==> src/verilog/dbg_defines.svh <==
`ifndef DBG_DEFINES_SVH
`define DBG_DEFINES_SVH

//////////////////////////////////////////////////////////////////////
// debug link sizing
//////////////////////////////////////////////////////////////////////

// architectural registers dumped per frame
`define DBG_NUM_REGS 32

// pc word, instr word, 8 ctrl bytes, reg file, 7 hazard bytes
`define DBG_FRAME_BYTES (4 + 4 + 8 + 4 * `DBG_NUM_REGS + 7)

// serial bit time in clocks, short for simulation
`define DBG_CLKS_PER_BIT 4

// byte index width, must cover DBG_FRAME_BYTES
`define DBG_IDX_W 8

`endif

==> src/verilog/dbg_pkg.sv <==
`include "dbg_defines.svh"

package dbg_pkg;

	//////////////////////////////////////////////////////////////////////
	// captured processor state
	//////////////////////////////////////////////////////////////////////

	// decode stage control lines
	typedef struct packed {
		logic [1:0] mem_read;   // load size / enable
		logic       reg_write;  // writeback enable
		logic       mem_to_reg; // wb mux select
		logic [3:0] mem_write;  // byte write strobes
		logic [3:0] alu_ctrl;   // alu op
		logic [1:0] alu_src;    // operand b select
		logic       reg_dst;    // rd vs rt
		logic       branch;     // branch in decode
	} dec_ctrl_t;

	// hazard unit outputs
	typedef struct packed {
		logic       stall_f;    // hold fetch
		logic       stall_d;    // hold decode
		logic       flush_e;    // bubble into execute
		logic [1:0] fwd_a_d;    // decode forward, operand a
		logic [1:0] fwd_b_d;    // decode forward, operand b
		logic [1:0] fwd_a_e;    // execute forward, operand a
		logic [1:0] fwd_b_e;    // execute forward, operand b
	} hazard_t;

	// everything sampled on one snapshot edge
	typedef struct packed {
		logic [8:0]                       pc;     // fetch pc
		logic [31:0]                      instr;  // decode instr
		dec_ctrl_t                        ctrl;
		logic [`DBG_NUM_REGS-1:0][31:0]   regs;   // reg file words
		hazard_t                          hazard;
	} pipe_state_t;

	// outgoing frame, element 0 goes out first
	typedef logic [`DBG_FRAME_BYTES-1:0][7:0] frame_t;

endpackage

==> src/verilog/debug_link.sv <==
module debug_link (
	input  logic                 clk,
	input  logic                 arst_n,
	input  logic                 snap,       // host snapshot strobe
	input  dbg_pkg::pipe_state_t pipe_state,
	output logic                 txd,        // serial out
	output logic                 busy        // frame in flight
);

	logic            load;       // accepted snap
	dbg_pkg::frame_t frame;      // captured bytes
	logic            tx_valid;
	logic [7:0]      tx_byte;
	logic            tx_ready;

	snapshot_packer u_packer (
		.clk        (clk),
		.arst_n     (arst_n),
		.snap       (snap),
		.pipe_state (pipe_state),
		.busy       (busy),
		.load       (load),
		.frame      (frame)
	);

	frame_sender u_sender (
		.clk      (clk),
		.arst_n   (arst_n),
		.load     (load),
		.frame    (frame),
		.tx_ready (tx_ready),
		.tx_valid (tx_valid),
		.tx_byte  (tx_byte),
		.busy     (busy)
	);

	uart_tx u_uart (
		.clk      (clk),
		.arst_n   (arst_n),
		.tx_valid (tx_valid),
		.tx_byte  (tx_byte),
		.tx_ready (tx_ready),
		.txd      (txd)
	);

endmodule

==> src/verilog/frame_sender.sv <==
`include "dbg_defines.svh"

module frame_sender (
	input  logic            clk,
	input  logic            arst_n,
	input  logic            load,       // start a new frame
	input  dbg_pkg::frame_t frame,      // stable while busy
	input  logic            tx_ready,   // uart can take a byte
	output logic            tx_valid,
	output logic [7:0]      tx_byte,
	output logic            busy
);

	localparam int unsigned LAST_IDX = `DBG_FRAME_BYTES - 1;

	logic [`DBG_IDX_W-1:0] idx;         // byte being offered
	logic                  last_sent;   // final byte handed to uart
	logic                  xfer;        // byte accepted this cycle
	logic                  at_last;

	assign xfer    = tx_valid && tx_ready;
	assign at_last = (idx == LAST_IDX[`DBG_IDX_W-1:0]);
	assign tx_byte = frame[idx];        // mux of held frame regs

	//////////////////////////////////////////////////////////////////////
	// byte walk
	//////////////////////////////////////////////////////////////////////

	always_ff @(posedge clk or negedge arst_n)
	begin
		if (!arst_n)
		begin
			idx       <= '0;
			tx_valid  <= 1'b0;
			busy      <= 1'b0;
			last_sent <= 1'b0;
		end
		else if (load)
		begin
			idx       <= '0;            // byte 0 offered next cycle
			tx_valid  <= 1'b1;
			busy      <= 1'b1;
			last_sent <= 1'b0;
		end
		else if (xfer)
		begin
			if (at_last)
			begin
				tx_valid  <= 1'b0;      // nothing more to offer
				last_sent <= 1'b1;
			end
			else
			begin
				idx <= idx + 1'b1;      // next byte, no gap
			end
		end
		else if (last_sent && tx_ready)
		begin
			// ready again means last stop bit ends this edge
			busy      <= 1'b0;
			last_sent <= 1'b0;
		end
	end

endmodule

==> src/verilog/snapshot_packer.sv <==
`include "dbg_defines.svh"

module snapshot_packer (
	input  logic                clk,
	input  logic                arst_n,
	input  logic                snap,        // one cycle host strobe
	input  dbg_pkg::pipe_state_t pipe_state,
	input  logic                busy,        // from sender
	output logic                load,
	output dbg_pkg::frame_t     frame
);

	localparam int CTRL_BASE = 8;                        // after pc + instr
	localparam int REG_BASE  = 16;                       // after ctrl bytes
	localparam int HAZ_BASE  = REG_BASE + 4 * `DBG_NUM_REGS;

	dbg_pkg::frame_t packed_frame;                       // next frame image
	logic [31:0]     pc_word;                            // zero extended pc

	assign load    = snap && !busy;                      // drop snaps mid frame
	assign pc_word = 32'(pipe_state.pc);

	//////////////////////////////////////////////////////////////////////
	// byte layout
	//////////////////////////////////////////////////////////////////////

	always_comb
	begin
		packed_frame = '0;
		for (int b = 0; b < 4; b++)
		begin
			packed_frame[b]     = pc_word[8*b +: 8];          // lsb first
			packed_frame[4 + b] = pipe_state.instr[8*b +: 8];
		end

		// one byte per control field
		packed_frame[CTRL_BASE + 0] = 8'(pipe_state.ctrl.mem_read);
		packed_frame[CTRL_BASE + 1] = 8'(pipe_state.ctrl.reg_write);
		packed_frame[CTRL_BASE + 2] = 8'(pipe_state.ctrl.mem_to_reg);
		packed_frame[CTRL_BASE + 3] = 8'(pipe_state.ctrl.mem_write);
		packed_frame[CTRL_BASE + 4] = 8'(pipe_state.ctrl.alu_ctrl);
		packed_frame[CTRL_BASE + 5] = 8'(pipe_state.ctrl.alu_src);
		packed_frame[CTRL_BASE + 6] = 8'(pipe_state.ctrl.reg_dst);
		packed_frame[CTRL_BASE + 7] = 8'(pipe_state.ctrl.branch);

		for (int r = 0; r < `DBG_NUM_REGS; r++)
			for (int b = 0; b < 4; b++)
				packed_frame[REG_BASE + 4*r + b] = pipe_state.regs[r][8*b +: 8];

		// hazard bytes, wire order of the hazard unit
		packed_frame[HAZ_BASE + 0] = 8'(pipe_state.hazard.stall_f);
		packed_frame[HAZ_BASE + 1] = 8'(pipe_state.hazard.stall_d);
		packed_frame[HAZ_BASE + 2] = 8'(pipe_state.hazard.fwd_a_d);
		packed_frame[HAZ_BASE + 3] = 8'(pipe_state.hazard.fwd_b_d);
		packed_frame[HAZ_BASE + 4] = 8'(pipe_state.hazard.flush_e);
		packed_frame[HAZ_BASE + 5] = 8'(pipe_state.hazard.fwd_a_e);
		packed_frame[HAZ_BASE + 6] = 8'(pipe_state.hazard.fwd_b_e);
	end

	// frame only moves on an accepted snap, held while sending
	always_ff @(posedge clk or negedge arst_n)
	begin
		if (!arst_n)
			frame <= '0;
		else if (load)
			frame <= packed_frame;
	end

endmodule

==> src/verilog/uart_tx.sv <==
`include "dbg_defines.svh"

module uart_tx (
	input  logic       clk,
	input  logic       arst_n,
	input  logic       tx_valid,
	input  logic [7:0] tx_byte,
	output logic       tx_ready,    // can take a byte next cycle
	output logic       txd          // 8N1, idles high
);

	localparam int               CYC_W    = $clog2(`DBG_CLKS_PER_BIT + 1);
	localparam logic [CYC_W-1:0] CYC_LAST = CYC_W'(`DBG_CLKS_PER_BIT - 1);
	localparam logic [3:0]       STOP_BIT = 4'd9;   // start, 8 data, stop

	logic             active;       // frame on the line
	logic [3:0]       bit_cnt;      // 0 start .. 9 stop
	logic [CYC_W-1:0] cyc_cnt;      // clocks into current bit
	logic [9:0]       shreg;        // {stop, data, start}
	logic             bit_end;
	logic             take;

	assign bit_end  = (cyc_cnt == CYC_LAST);
	assign tx_ready = !active || ((bit_cnt == STOP_BIT) && bit_end);
	assign take     = tx_valid && tx_ready;
	assign txd      = active ? shreg[0] : 1'b1;

	//////////////////////////////////////////////////////////////////////
	// bit timing
	//////////////////////////////////////////////////////////////////////

	always_ff @(posedge clk or negedge arst_n)
	begin
		if (!arst_n)
		begin
			active  <= 1'b0;
			bit_cnt <= '0;
			cyc_cnt <= '0;
		end
		else if (take)
		begin
			active  <= 1'b1;        // start bit next cycle
			bit_cnt <= '0;
			cyc_cnt <= '0;
		end
		else if (active)
		begin
			if (bit_end)
			begin
				cyc_cnt <= '0;
				if (bit_cnt == STOP_BIT)
					active <= 1'b0; // back to idle high
				else
					bit_cnt <= bit_cnt + 1'b1;
			end
			else
			begin
				cyc_cnt <= cyc_cnt + 1'b1;
			end
		end
	end

	// data path, shifts right so lsb leaves first
	always_ff @(posedge clk)
	begin
		if (take)
			shreg <= {1'b1, tx_byte, 1'b0};
		else if (active && bit_end)
			shreg <= {1'b1, shreg[9:1]};
	end

endmodule
==> config.mk <==
export PLATFORM = sky130hd
export DESIGN_NAME = debug_link
export DESIGN_NICKNAME = d
export VERILOG_FILES = /design/src/verilog/dbg_pkg.sv /design/src/verilog/debug_link.sv /design/src/verilog/frame_sender.sv /design/src/verilog/snapshot_packer.sv /design/src/verilog/uart_tx.sv
export VERILOG_INCLUDE_DIRS = /design/src /design/src/verilog
export SDC_FILE = /design/constraint.sdc
export NUM_CORES = 2
export LEC_CHECK = 0
export BUFFER_PORTS_ARGS = -buffer_cell sky130_fd_sc_hd__buf_2
export CORE_AREA = 3 3 424 426
export DETAILED_ROUTE_END_ITERATION = 10
export DIE_AREA = 0 0 427 429
export SETUP_SLACK_MARGIN = 0.4
export SLEW_MARGIN = 20
export SYNTH_ARGS = -nofsm -noshare
export SYNTH_HDL_FRONTEND = slang
export SYNTH_SLANG_ARGS = --single-unit
==> constraint.sdc <==
create_clock -name clk -period 4.55 [get_ports clk]
set_input_delay 0.2275 -clock clk [delete_from_list [all_inputs] [get_ports clk]]
set_output_delay 0.2275 -clock clk [all_outputs]
set_load 0.01 [all_outputs]
==> out/results.tsv <==
stage	metric	value	unit
status	status	completed	
cts	cts-root-buf	clkbuf_16	
timing	rsz0062_at_grt	no	
synthesis	yosys-top-cells-area	dfrtp_1, mux2_2, mux4_2	
cts	cts.clk_slew.worst_paths	60	ps
critical_path	reg2reg_to	u_uart.shreg[7]	
detailed_routing	avgViaCountPerCell	4.923	
power	leakage	0.03130	uW
critical_path	crit_start	u_sender.idx[0]	
global_route	grt_pass1_wl	299600	um
die	core_area	176100	sq um
die	die_h	429	um
critical_path	ff2ff_path_depth	10	
synthesis	yosysMostFrequentCell	mux2_2	
cts	clk_latency	790	ps
place	numPortBuffers	1096	
cts	cts_buffer_depth	3	
synthesis	netlist_area	50480	sq um
synthesis	synthXorXnorAreaFrac	0.1041	%
synthesis	synth_compound_area_share	2.528	%
global_route	met1_usage	27.39	%
synthesis	ys_ff_latch	1120	
timing	final-max-slew-violation-count	0	
critical_path	crit_end	u_uart.shreg[7]	
place	gp_congestion	0.8919	
global_route	first_global_vias	42420	
timing	fin_crit	3781	ps
detailed_routing	drcViolationCount	0	
synthesis	synth_mux_area_share	37.92	%
timing	finClkSkew	33.45	ps
timing	min_period_over_period	83.09	%
synthesis	synth_cells	3136	
detailed_routing	wl_per_cell	26.79	um
critical_path	ff2ff_setup_slack	770	ps
detailed_routing	drt_iter0_markers	2533	
timing	fmax	0.2645	GHz
global_route	grt_usage	22.64	%
critical_path	cp-start-kind	register	
detailed_routing	ant_nets	0	
die	initial_core_util	28.66	%
synthesis	synth_top_flop_cell	dfrtp_1	
timing	setup_tns	0	ps
finish	drive_gt1_share	51.55	%
critical_path	worstPathRequired	5100	ps
critical_path	end_kind	register	
critical_path	cp.arrival	4330	ps
synthesis	synthAdderAreaFrac	0.1239	%
timing	finalSetupViolations	0	
die	die_area	183200	sq um
finish	syn_to_final_growth	48.22	%
global_route	grt_max_degree	163	
synthesis	syn_nets	4236	
cts	post_cts_resized	0	
global_route	gr-usage-met3	4.450	%
critical_path	critical_path_class	register to register	
synthesis	async_flop_share	99.20	%
synthesis	yosysTopAreaCell	dfrtp_1	
finish	fill_cells	15830	
min_path	min_path_type	input pin to asynchronous set/reset pin	
global_route	grt.overflow.total	0	
critical_path	crit_fanout	34	
cts	post_cts_buffers	0	
cts	htreeDepth	4	
place	dp.final_hpwl	152900	um
finish	post-route-util	42.48	%
synthesis	synth_edf_count	8	
cts	cts_tree	yes	
synthesis	ys_seq_area_share	55.59	%
synthesis	synth.avg_cell_area	16.10	sq um
finish	nNetsFinal	6440	
global_route	antenna_found_initial	99	
power	powerDensity	583.9	nW/um^2
timing	slew_headroom	26.22	%
power	peakVddDrop	0.0003691	V
detailed_routing	wirelength	211200	um
timing	holdWs	95.34	ps
die	chipWidth	427	um
synthesis	yosysTopAreaCellShare	55.07	%
global_route	grt_busiest_layer	met2	
global_route	met2_usage	38.24	%
synthesis	synth_commonest_cells	mux2_2, dfrtp_1, mux4_2	
power	total_power	43690	uW
synthesis	ys_types	69	
critical_path	r2r-start	u_sender.idx[0]	
synthesis	synth_top_family_by_area	multiplexers	
die	row_count	154	
flow_run	cap_viol_max_count	0	
synthesis	yosys.area_share.simple	1.537	%
cts	numCtsBuffers	137	
detailed_routing	dr.pass1.iters	5	
die	io_pins	1097	
synthesis	yosys_warnings	0	
cts	cts.sinks	1120	
detailed_routing	vias	38820	
timing	finalHoldViolCount	0	
timing	tightestPinTransition	1107	ps
==> kinds of logic (layout without fill, tap and decap cells) <==
logic type               after synthesis  count (layout)
adder cells (fa/ha/maj)                5               5
multiplexers                        1433            1433
AND/OR/NAND/NOR                      156             156
XOR/XNOR                               6               6
other                                  0             102
buffers and inverters                238            2545
AO/OA/AOI/OAI                        178             178
flip-flops                          1120            1120
==> layout make-up <==
class	instances	area (sq um)	share of cell area, %
tap	2340	2928	3.913
sequential	1120	28080	37.53
timing repair buffer	2292	17480	23.37
inverter	11	41.29	0.05518
clock inverter	58	802.0	1.072
multi-input combinational	1778	21350	28.54
antenna	102	255.2	0.3411
clock buffer	184	3880	5.186
==> placed cells by master (no fill, tap or decap), types with 6 or more instances in the layout <==
cell	n
a221oi_1	12
clkbuf_16	141
clkinv_8	6
clkinvlp_4	8
inv_1	9
buf_12	22
bufinv_16	13
buf_4	81
nor2b_1	10
nor3_1	13
edfxtp_1	8
clkbuf_8	19
a22oi_1	37
mux2_2	1112
buf_2	1095
inv_6	6
nand2_1	37
a31oi_1	6
o21ai_0	18
diode_2	102
nor2_1	35
mux4_2	258
mux2i_1	52
clkbuf_1	24
dfrtp_1	1105
a22o_1	14
clkinv_2	17
a21oi_1	29
o22ai_1	14
dlygate4sd3_1	1093
nand2b_1	9
nand3_1	14
mux4_1	11
==> how the worst min path moves through the flow <==
stage / from / slack [ps] / to / depth (start not counted)
global placement: arst_n / 320 / u_packer.frame[409] / 1
detailed placement: arst_n / 330 / u_packer.frame[409] / 1
CTS: arst_n / 60 / u_packer.frame[441] / 2
global route: arst_n / 90 / u_packer.frame[1033] / 2
floorplan: arst_n / -70 / u_packer.frame[0] / 0
finish: arst_n / 100 / u_packer.frame[1033] / 2
==> critical path: stages (launching register included) <==
cell	delay (ps)
dfrtp_4	470
buf_12	290
buf_4	330
buf_4	270
mux4_2	520
a22o_1	220
a221oi_1	600
buf_4	240
o22ai_1	70
a211o_1	300
a31o_1	210
==> metal layers <==
layer / wire length [um] / up-vias
met5: 138 / -
met4: 11800 / 16
met3: 11460 / 590
met2: 104600 / 1626
met1: 83260 / 20140
li1: - / 16440
==> what timing repair did <==
item,CTS,global route
hold endpoints to repair,1147,0
hold buffers,1093,0
setup endpoints to repair,0,0
==> sequential cells by signal (all words and copies together) (netlist names) <==
signal,cells
u_packer.frame,1092
u_sender.busy,1
u_sender.idx,8
u_sender.last_sent,1
u_sender.tx_valid,1
u_uart.active,1
u_uart.bit_cnt,4
u_uart.cyc_cnt,3
u_uart.shreg,9
==> per-stage QoR <==
stage	instances	setup slack [ps]	instance area [sq um]
floorplan	3136	1391	50480
detailed placement	6448	550.5	58940
global route	7861	525.4	74760
global placement	6448	549.1	58940
CTS	7783	559.4	74570
finish	7885	769.4	74820
==> report_power, final <==
group / internal (uW) / switching, uW
Combinational: 8130 / 5700
Clock: 6780 / 4630
Sequential: 15000 / 3420
Total: 29900 / 13800
Power figures use the tool's default switching activity.
